[config.mk]
export PLATFORM = sky130hd
export DESIGN_NAME = pair_pool_stage
export DESIGN_NICKNAME = d
export VERILOG_FILES = /design/src/hw/fmap_pkg.sv /design/src/hw/pair_pool_stage.sv
export VERILOG_INCLUDE_DIRS = /design/src /design/src/hw
export SDC_FILE = /design/constraint.sdc
export NUM_CORES = 1
export LEC_CHECK = 0
export BUFFER_PORTS_ARGS = -buffer_cell sky130_fd_sc_hd__buf_4
export CORE_AREA = 3 3 92 111
export CTS_CLUSTER_SIZE = 28
export DETAILED_ROUTE_END_ITERATION = 10
export DIE_AREA = 0 0 95 114
export PLACE_DENSITY = 0.89
export SYNTH_ARGS = -nofsm -noshare
export SYNTH_HDL_FRONTEND = slang
export SYNTH_SLANG_ARGS = --single-unit
[constraint.sdc]
create_clock -name clk -period 5.8 [get_ports clk]
set_input_delay 0.29 -clock clk [delete_from_list [all_inputs] [get_ports clk]]
set_output_delay 0.29 -clock clk [all_outputs]
set_load 0.01 [all_outputs]
[src/hw/fmap_consts.svh]
`ifndef FMAP_CONSTS_SVH
`define FMAP_CONSTS_SVH

// feature-map word width in bits
`define DATA_WIDTH 16

// side of the square map, FMAP_SIZE*FMAP_SIZE pixels per RAM
`define FMAP_SIZE 8

// parallel channels, one RAM per unit in each group
`define NUM_UNITS 4

// bank groups rotating between producer, consumer and idle
`define NUM_GROUPS 3

`endif
[src/hw/fmap_pkg.sv]
`include "fmap_consts.svh"

package fmap_pkg;

	// ************************************************************
	// shared feature-map types
	// ************************************************************

	// one signed feature-map word
	typedef logic signed [`DATA_WIDTH-1:0] fmap_word_t;

	// pixel address inside one map
	typedef logic [$clog2(`FMAP_SIZE*`FMAP_SIZE)-1:0] fmap_addr_t;

	// bank group index, 0 to NUM_GROUPS-1 only
	typedef logic [$clog2(`NUM_GROUPS)-1:0] group_sel_t;

endpackage

[src/hw/pair_pool_stage.sv]
`include "fmap_consts.svh"

module pair_pool_stage (
	input  logic                 clk,
	input  logic                 reset,
	input  logic                 pool_start,
	// buffer side, even pixel on a and odd pixel on b
	output logic                 rd_next_a_en,
	output logic                 rd_next_b_en,
	output fmap_pkg::fmap_addr_t rd_next_a_address,
	output fmap_pkg::fmap_addr_t rd_next_b_address,
	input  fmap_pkg::fmap_word_t rd_next_a_data [`NUM_UNITS],
	input  fmap_pkg::fmap_word_t rd_next_b_data [`NUM_UNITS],
	// pooled results
	output logic                 pool_valid,
	output logic                 pool_done,
	output logic                 pool_busy,
	output fmap_pkg::fmap_word_t pool_data [`NUM_UNITS]
);

	import fmap_pkg::*;

	localparam int NUM_PAIRS  = (`FMAP_SIZE*`FMAP_SIZE)/2;
	localparam int PAIR_WIDTH = $bits(fmap_addr_t) - 1;

	logic                  busy;
	logic [PAIR_WIDTH-1:0] pair_cnt;
	logic                  last_pair;

	// flags tracking the RAM read latency
	logic                  rd_valid_q;
	logic                  rd_last_q;

	// ************************************************************
	// address scanner
	// ************************************************************

	assign last_pair = (pair_cnt == PAIR_WIDTH'(NUM_PAIRS-1));

	always_ff @(posedge clk)
	begin
		if (reset)
		begin
			busy     <= 1'b0;
			pair_cnt <= '0;
		end
		else if (!busy)
		begin
			if (pool_start)
			begin
				busy     <= 1'b1;
				pair_cnt <= '0;
			end
		end
		else
		begin
			pair_cnt <= pair_cnt + 1'b1;
			if (last_pair)
				busy <= 1'b0;
		end
	end

	assign pool_busy         = busy;
	assign rd_next_a_en      = busy;
	assign rd_next_b_en      = busy;
	assign rd_next_a_address = {pair_cnt, 1'b0};
	assign rd_next_b_address = {pair_cnt, 1'b1};

	// ************************************************************
	// signed maximum per unit
	// ************************************************************

	always_ff @(posedge clk)
	begin
		if (reset)
		begin
			rd_valid_q <= 1'b0;
			rd_last_q  <= 1'b0;
			pool_valid <= 1'b0;
			pool_done  <= 1'b0;
		end
		else
		begin
			rd_valid_q <= busy;
			rd_last_q  <= busy && last_pair;
			pool_valid <= rd_valid_q;
			pool_done  <= rd_last_q;
		end
	end

	always_ff @(posedge clk)
	begin
		for (int u = 0; u < `NUM_UNITS; u++)
		begin
			if (rd_next_a_data[u] > rd_next_b_data[u])
				pool_data[u] <= rd_next_a_data[u];
			else
				pool_data[u] <= rd_next_b_data[u];
		end
	end

endmodule

==> flow_metrics.tcl <==
set metrics [dict create \
    totalPowerFinal_mw 1.552 \
    grt_pass1_wl_mm 20.87 \
    layout_min_cycle_time_ns 3.010 \
    antennaDiodeCount 0 \
    dpl_cell_area_um2 6221 \
    clk_latency_ns 0.35 \
    cts_tree "done" \
    leakage_nw 3.310 \
    yosysSeqAreaShare 0.3197 \
    timing.final.ws_setup_ns 2.790 \
    cp-start-kind "primary input" \
    h-tree-depth 3 \
    first_pass_iters 4 \
    timing.setup.tns_ns 0 \
    utilization 0.7028 \
    initial_core_util 0.5049 \
    stdcell_count 791 \
    ctsResizeCount 0 \
    first_global_vias 4511 \
    postRouteAntennaNets 0 \
    wl_per_cell_um 16.96 \
    path_max_fanout 24 \
    slew_viol_final 0 \
    grt_antenna_before_repair 0 \
    coreArea_um2 9176 \
    grt_max_degree 25 \
    power.density_nw_per_um2 240.7 \
    numPlacedInstances 775 \
    fin_nets 863 \
    drc 0 \
    whs_ns 0.1545 \
    post-cts-setup-buffers 0 \
    ys_warn_count 0 \
    synth-seq-cells 74 \
    synth_edf_count 0 \
    hold_viol 0 \
    die_h_um 114 \
    totalWireLength_mm 13.42 \
    clk_pin_slew_ns 0.08 \
    drt_iter0_drc 122 \
    final_area_um2 6449 \
    cp_data_arrival_time_ns 3.25 \
    gr-usage-all-layers 0.2472 \
    cts_hold_buf 0 \
    syn_inst 464 \
    cts_buffers 9 \
    max_slew_margin 0.1625 \
    drive_above_1_share 0.4486 \
    ios 212 \
    synthFlopType "dfxtp_1" \
    dieArea_um2 10830 \
    mostFrequentLayoutCell "buf_4" \
    grt_overflow_total 0 \
    rows 38 \
    syn_area_um2 4633 \
    synth_fp_nets 661 \
    gp_congestion 0.9099 \
    die_w_um 95 \
    cts_root_buf "clkbuf_8" \
    async_reset_ff_frac 0 \
    status "completed" \
    detailed_place_hpwl_mm 11.12 \
    max-cap-violations 0 \
    clock_sinks 74 \
    clock_path_buffers 2 \
    rsz0062_at_grt "no" \
    vdd_drop_max_v 0.0001522 \
    clock.fmax_mhz 332.2 \
    crit_required_ns 6.04 \
    port_buffers 209 \
    worstSetupPathType "primary input to flip-flop" \
    final_cell_mix "buf_4 (210), dfxtp_1 (74), ha_1 (66), inv_1 (65), mux2_2 (56)" \
    syn_area_per_cell_um2 9.985 \
    viasPerCell 5.391 \
    synth_cell_types 48 \
    post-route-period-util 0.5189 \
    yosysTopAreaCellShare 0.3197 \
    synthTopCellsByArea "dfxtp_1 (32%), ha_1 (18%), mux2_2 (14%), inv_1 (5.3%), a21oi_1 (2.6%)" \
    dr_total_vias 4264 \
    finalClockSkew_ns 0.002642 \
    syn2layout_area_growth_pct 39.18 \
    yosysTopAreaCell "dfxtp_1" \
    end_kind "flip-flop" \
    post-place-ws_ns 2.483 \
    setup_viol 0 \
    worst_pin_slew_ns 1.256 \
    hp-class "primary input to flip-flop" \
]
[worst paths after layout]
check	from	to	slack (ns)	cells after the start
max	rd_next_b_data[31]	pool_data[31]	2.79	8
min	rd_next_b_data[41]	pool_data[41]	0.15	2
max reg2reg	pair_cnt[0]	pair_cnt[4]	4.44	5
min reg2reg	rd_last_q	pool_done	0.45	1
[power by group]
| part | total, mW | internal [mW] | switching, mW |
|---|---|---|---|
| sequential | 0.598 | 0.574 | 0.0238 |
| combinational | 0.495 | 0.270 | 0.225 |
| clock | 0.459 | 0.255 | 0.205 |
| total | 1.55 | 1.10 | 0.454 |
[cells by family (layout without fill, tap and decap cells)]
family,count (synthesis),after routing,share of synthesized area
adders and majority gates,66,66,0.1782
AOI/OAI and AO/OA,73,73,0.1275
DFF,74,74,0.3197
and+or+nand+nor,91,91,0.1105
muxes,73,73,0.1790
other,2,2,0.001621
buffers and inverters,85,292,0.08344
[Yosys cell counts, types with 2 or more instances]
cell type   n
a2111oi_2   3
a21o_1      8
a21oi_1    24
a221o_1    10
and2_1      3
and3_1      4
and4_1      3
buf_4      10
buf_6       4
clkbuf_1    5
conb_1      2
dfxtp_1    74
ha_1       66
inv_1      65
mux2_1      4
mux2_2     56
mux2_4      4
mux2i_1     8
nand2_1    20
nand3_1    12
nand4_1    10
nor2_1     16
nor2b_1     8
nor3_1      4
nor3b_1     2
nor4_2      2
nor4b_1     2
o211ai_1    3
o21a_1      2
o21ai_0     5
o221ai_1    5
o22ai_1     2
o32ai_2     2
o41ai_1     2
[sequential cells by signal, indices dropped and copies added (netlist names)]
register and count:
rd_valid_q 1, pool_data 64, rd_last_q 1, pool_valid 1, pair_cnt 5, pool_done 1
pool_busy 1
[worst max-delay path: stages]
cell     delay (ns)
buf_4          0.08
inv_1          0.04
ha_1           0.76
nand4_2        0.26
nor4_2         0.40
nand4_1        0.48
and3_1         0.53
a221o_1        0.41
[per-layer routing]
layer / routed length, µm / GRT usage / part of all wire
met5: 0 / 0 / 0
met4: 472 / 0.1145 / 0.035
met3: 872 / 0.05805 / 0.065
met2: 7162 / 0.4755 / 0.53
met1: 4909 / 0.2428 / 0.37
[cell type report]
class,instances,area (µm²)
inverter,66,247.7
timing repair buffer,210,1577
multi-input combinational,305,2765
fill,640,2728
clock buffer,10,137.6
sequential,74,1481
tap,120,150.1
clock inverter,6,90.09
Note: power is estimated with default switching activity, not from simulation.
