[config.mk]
export PLATFORM = sky130hd
export DESIGN_NAME = psum_accumulate_stage
export DESIGN_NICKNAME = d
export VERILOG_FILES = /design/src/hw/fmap_pkg.sv /design/src/hw/psum_accumulate_stage.sv
export VERILOG_INCLUDE_DIRS = /design/src /design/src/hw
export SDC_FILE = /design/constraint.sdc
export NUM_CORES = 1
export LEC_CHECK = 0
export BUFFER_PORTS_ARGS = -buffer_cell sky130_fd_sc_hd__buf_4
export CAP_MARGIN = 20
export CORE_MARGIN = 5
export CORE_UTILIZATION = 52
export DETAILED_ROUTE_END_ITERATION = 8
export PLACE_DENSITY = 0.78
export REMOVE_ABC_BUFFERS = 1
export SETUP_SLACK_MARGIN = 0.2
export SYNTH_ARGS = -nofsm -noshare
export SYNTH_HDL_FRONTEND = slang
export SYNTH_SLANG_ARGS = --single-unit
[constraint.sdc]
create_clock -name clk -period 4.3 [get_ports clk]
set_input_delay 0.645 -clock clk [delete_from_list [all_inputs] [get_ports clk]]
set_output_delay 0.645 -clock clk [all_outputs]
set_load 0.01 [all_outputs]
[src/hw/fmap_consts.svh]
`ifndef FMAP_CONSTS_SVH
`define FMAP_CONSTS_SVH

// feature-map word width in bits
`define DATA_WIDTH 16

// side of the square map, FMAP_SIZE*FMAP_SIZE pixels per RAM
`define FMAP_SIZE 8

// parallel channels, one RAM per unit in each group
`define NUM_UNITS 4

// bank groups rotating between producer, consumer and idle
`define NUM_GROUPS 3

`endif
[src/hw/fmap_pkg.sv]
`include "fmap_consts.svh"

package fmap_pkg;

	// ************************************************************
	// shared feature-map types
	// ************************************************************

	// one signed feature-map word
	typedef logic signed [`DATA_WIDTH-1:0] fmap_word_t;

	// pixel address inside one map
	typedef logic [$clog2(`FMAP_SIZE*`FMAP_SIZE)-1:0] fmap_addr_t;

	// bank group index, 0 to NUM_GROUPS-1 only
	typedef logic [$clog2(`NUM_GROUPS)-1:0] group_sel_t;

endpackage

[src/hw/psum_accumulate_stage.sv]
`include "fmap_consts.svh"

module psum_accumulate_stage (
	input  logic                 clk,
	input  logic                 reset,
	// products from the convolution datapath
	input  logic                 acc_valid,
	input  logic                 acc_first,
	input  fmap_pkg::fmap_addr_t acc_address,
	input  fmap_pkg::fmap_word_t acc_data [`NUM_UNITS],
	// buffer side
	input  fmap_pkg::fmap_word_t rd_prev_data [`NUM_UNITS],
	output logic                 wr_en,
	output logic                 rd_prev_en,
	output fmap_pkg::fmap_addr_t wr_address,
	output fmap_pkg::fmap_addr_t rd_prev_address,
	output fmap_pkg::fmap_word_t wr_data [`NUM_UNITS]
);

	import fmap_pkg::*;

	// input held one cycle while the old value is read
	logic       valid_q;
	logic       first_q;
	fmap_addr_t addr_q;
	fmap_word_t data_q [`NUM_UNITS];

	// last write, for back-to-back hits on one address
	logic       wr_valid_q;
	fmap_addr_t wr_addr_q;
	fmap_word_t wr_data_q [`NUM_UNITS];

	logic       fwd_hit;
	fmap_word_t old_data [`NUM_UNITS];

	// read of the old partial sum goes out with the input
	assign rd_prev_en      = acc_valid;
	assign rd_prev_address = acc_address;

	always_ff @(posedge clk)
	begin
		if (reset)
		begin
			valid_q    <= 1'b0;
			wr_valid_q <= 1'b0;
		end
		else
		begin
			valid_q    <= acc_valid;
			wr_valid_q <= wr_en;
		end
	end

	always_ff @(posedge clk)
	begin
		first_q   <= acc_first;
		addr_q    <= acc_address;
		wr_addr_q <= wr_address;
		for (int u = 0; u < `NUM_UNITS; u++)
		begin
			data_q[u]    <= acc_data[u];
			wr_data_q[u] <= wr_data[u];
		end
	end

	// ************************************************************
	// add or replace, then write one cycle after the input
	// ************************************************************

	// RAM still returns the value from before that write
	assign fwd_hit = wr_valid_q && (wr_addr_q == addr_q);

	always_comb
	begin
		for (int u = 0; u < `NUM_UNITS; u++)
		begin
			if (fwd_hit)
				old_data[u] = wr_data_q[u];
			else
				old_data[u] = rd_prev_data[u];

			// wraps at word width
			if (first_q)
				wr_data[u] = data_q[u];
			else
				wr_data[u] = old_data[u] + data_q[u];
		end
	end

	assign wr_en      = valid_q;
	assign wr_address = addr_q;

endmodule

==> flow_summary.ini <==
[floorplanning]
row_count = 42
die_w_um = 127
die_height_um = 127
ios = 216
starting_density_pct = 53.6
core_region_area_mm2 = 0.0133
die_area_mm2 = 0.0162

[yosys]
area_of_the_mapped_netlist_mm2 = 0.00715
yosysSeqAreaShare_pct = 40.0
synth.lib_cells_used.distinct = 52
yosysWarnings = 0
cell_count_after_synthesis = 715
synth-edff-count = 0
share_of_flip_flops_with_an_asynchronous_set_or_reset_pct = 0
ys_seq_elements = 143
avg_synthesized_cell_area_um2 = 10.0
synth-main-ff-cell = sky130_fd_sc_hd__dfxtp_1

[drt]
post-route-drc-count = 0
vias = 6662
routed_wire_length_per_instance_um = 19.6
wl_mm = 23.4
postRouteAntennaNets = 0
via_per_inst = 5.58
violation_count_after_the_first_detailed_route_iteration = 433
drt_first_pass_iters = 5

[clock_network]
worst_setup_hold_path_clk_slew_ns = 0.06
cts.hold.buffers_added = 0
tritoncts.num_buffers = 17
cts_tree = built
insertion_delay_ns = 0.42
cts-htree-levels = 4
ctsLongestPathBuffers = 2
clock-sinks = 143
root_buffer = sky130_fd_sc_hd__clkbuf_16

[hold_path]
hold_class = input pin to flip-flop

[layout]
layout-drive-gt1-share_pct = 52.5
fin_cells = 1193
antennaDiodeCount = 0
fin_nets = 1214
multi_input_comb_area_mm2 = 0.00513
area.sequential_mm2 = 0.00287
area_growth_pct = 57.8
layout.filler_cells = 737

[sta]
report.final.setup_viol = 24
worst-slew-pin-transition_ns = 0.459
max-slew-margin-rel_pct = 69.4
finalCritPeriodShare_pct = 106
worst_clock_skew_ns = 0.00731
final-hold-violation-count = 0
unrepaired_setup_endpoints_after_global_routing = true
maxClockFrequency_mhz = 218
fin_ws_ns = -0.279
timing.final.max_slew_violations = 0
min_period_ns = 4.58

[global_route]
use_met2_pct = 45.8
globalRouteOverflowTotal = 0
gr-usage-met1_pct = 27.5
largest_net_degree_at_the_start_of_global_routing = 117
grt_pass1_vias = 6872
grt_antenna_before_repair = 0
globalRouteMet3Util_pct = 7.14
grtUsageTotal_pct = 25.1
grt_first_pass_wirelength_mm = 32.8
busiest_layer_in_global_routing = met2

[setup_path]
regToRegStartpoint = wr_address[1]
r2r_end = wr_data_q[2][15]
worst_r2r_path_depth = 18
cp.required_ns = 3.65
reg2reg_slack_ns = 0.76
worst-setup-path-type = flip-flop to output port
worstSetupEndpointType = output port
crit_end = wr_data[27]
cp-startpoint = wr_address[1]
timing.critical_path.from_type = flip-flop
cp.arrival_ns = 3.93
crit_fanout = 6

[pwr]
power_per_cell_area_mw_per_mm2 = 363
report.power.total_w = 0.00410
ir_worst_vdd_uv = 308
leakage_power_total_nw = 4.95

[run]
maxCapViolCount = 0

[place]
numPortBuffers = 215
dp.final_hpwl_mm = 13.3
dp.cells = 1095
weighted_congestion_at_the_end_of_routability_driven_global_placement = 0.874

[status]
outcome = finished, violations left
failing_checks = negative setup slack
-- cell usage after synthesis (all sizes together), types with 4 or more instances --
cell type,n,area (um2)
dfxtp,143,2860
o21ai,76,380
mux2,74,837
nand2,73,274
ha,68,851
a21oi,43,219
xnor2,31,272
xor2,30,263
nor2,25,93.8
a21o,19,143
buf,15,91.3
clkbuf,13,48.8
inv,10,37.5
a211oi,7,57.6
a31oi,7,43.8
nand3,7,35.0
nand4,6,37.5
o211ai,6,45.0
mux2i,5,50.1
nand2b,5,31.3
nor2b,5,31.3
nor3,5,25.0
fa,4,80.1
o2111ai,4,35.0
o21a,4,30.0
-- logic make-up (layout without fill, tap and decap cells) --
logic type               count (synthesis)  after routing  synth area share [%]
buffers and inverters                   38            340                  2.48
XOR/XNOR                                61             61                  7.47
multiplexers                            79             79                  12.4
adder cells (fa/ha/maj)                 72             72                  13.0
flip-flops                             143            143                  40.0
AO/OA/AOI/OAI                          187            187                  16.3
AND/OR/NAND/NOR                        135            135                  8.29
-- worst min-delay path by stage --
stage                             start            end  slack [ns]  cells after the start
after floorplan           wr_address[1]   wr_addr_q[1]        0.40                      0
after global placement    wr_address[4]   wr_addr_q[4]        0.37                      0
after detailed placement  wr_address[5]   wr_addr_q[5]        0.37                      0
after CTS                  acc_data[47]  data_q[1][15]        0.31                      1
after global routing       acc_data[42]  data_q[1][10]        0.31                      1
final                      acc_data[42]  data_q[1][10]        0.32                      1
-- worst max-delay path: stages, from the launching register on --
cell	delay (ns)
sky130_fd_sc_hd__dfxtp_1	0.33
sky130_fd_sc_hd__xor2_1	0.19
sky130_fd_sc_hd__nor4_4	0.34
sky130_fd_sc_hd__buf_6	0.18
sky130_fd_sc_hd__buf_6	0.11
sky130_fd_sc_hd__buf_12	0.11
sky130_fd_sc_hd__mux2_2	0.36
sky130_fd_sc_hd__ha_4	0.25
sky130_fd_sc_hd__nor3_1	0.38
sky130_fd_sc_hd__nor2_2	0.09
sky130_fd_sc_hd__o31ai_2	0.10
sky130_fd_sc_hd__nand2b_1	0.15
sky130_fd_sc_hd__buf_4	0.16
sky130_fd_sc_hd__a21oi_2	0.14
sky130_fd_sc_hd__xor2_1	0.07
sky130_fd_sc_hd__o21ai_0	0.33
sky130_fd_sc_hd__buf_4	0.21
-- cells in the final DEF (no fill, tap or decap), drive strengths merged, types with 2 or more instances in the layout --
cell type	netlist	routed
bufinv	0	2
xnor2	31	31
nand3	7	7
a21oi	43	43
o21ai	76	76
buf	15	297
dfxtp	143	143
ha	68	68
and2	3	3
or2	2	2
clkbuf	13	22
a41oi	3	3
nand2	73	73
o21a	4	4
nor2	25	25
o2111ai	4	4
a21o	19	19
nor2b	5	5
a211oi	7	7
nor3	5	5
o211a	2	2
o211ai	6	6
mux2	74	74
clkinvlp	0	3
nand4	6	6
clkinv	0	6
mux2i	5	5
nand2b	5	5
o21bai	3	3
inv	10	10
o41ai	3	3
xor2	30	30
fa	4	4
a31oi	7	7
-- repair_timing --
item | in CTS | in global routing
buffers inserted | 41 | 22
endpoints found under the hold margin | 0 | 0
pin swaps | 67 | 67
gates resized for setup | 145 | 95
endpoints found under the setup margin | 42 | 47
cloned | 1 | 1
-- stage by stage --
| stage | hold WS (ns) | util, % | instance area, um2 | worst slack (ns) | TNS [ns] |
|---|---|---|---|---|---|
| 6_report | 0.317 | 84.5 | 11300 | -0.279 | -2.91 |
| 5_1_grt | 0.305 | 84.5 | 11300 | -0.526 | -10.38 |
| 4_1_cts | 0.310 | 79.8 | 10700 | -0.178 | -2.52 |
| 3_5_place_dp | 0.369 | 67.3 | 8980 | -0.00149 | -0.00149 |
| 3_3_place_gp | 0.365 | 67.3 | 8980 | 0.0931 | 0 |
| 2_1_floorplan | 0.404 | - | 7010 | -5.82 | -655.05 |
-- power by group --
part | total, W | leakage [nW] | internal (W) | switching, W
registers | 0.00152 | 1.21 | 0.00145 | 0.0000682
clock network | 0.00143 | 0.273 | 0.000864 | 0.000569
logic | 0.00115 | 3.47 | 0.000608 | 0.000539
total | 0.00410 | 4.95 | 0.00292 | 0.00118
-- metal layers --
metal / up-vias / part of all wire [%]
met3: 57 / 7.7
met5: - / 0
met4: 0 / 2.7
met2: 314 / 53
li1: 3131 / -
met1: 3160 / 37
-- registers in the layout, indices dropped and copies added, names as in the netlist --
| signal | flops |
|---|---|
| data_q | 64 |
| wr_valid_q | 1 |
| wr_en | 1 |
| wr_address | 6 |
| wr_data_q | 64 |
| wr_addr_q | 6 |
| first_q | 1 |
-- cell type report --
class                           instances  area share, %
Tap cell                              176           1.95
Timing Repair Buffer                  298           21.8
Clock inverter                         11           1.03
Inverter                               10          0.333
Clock buffer                           21           3.99
Sequential cell                       143           25.5
Multi-Input combinational cell        534           45.4
(Power assumes the default switching activity.)
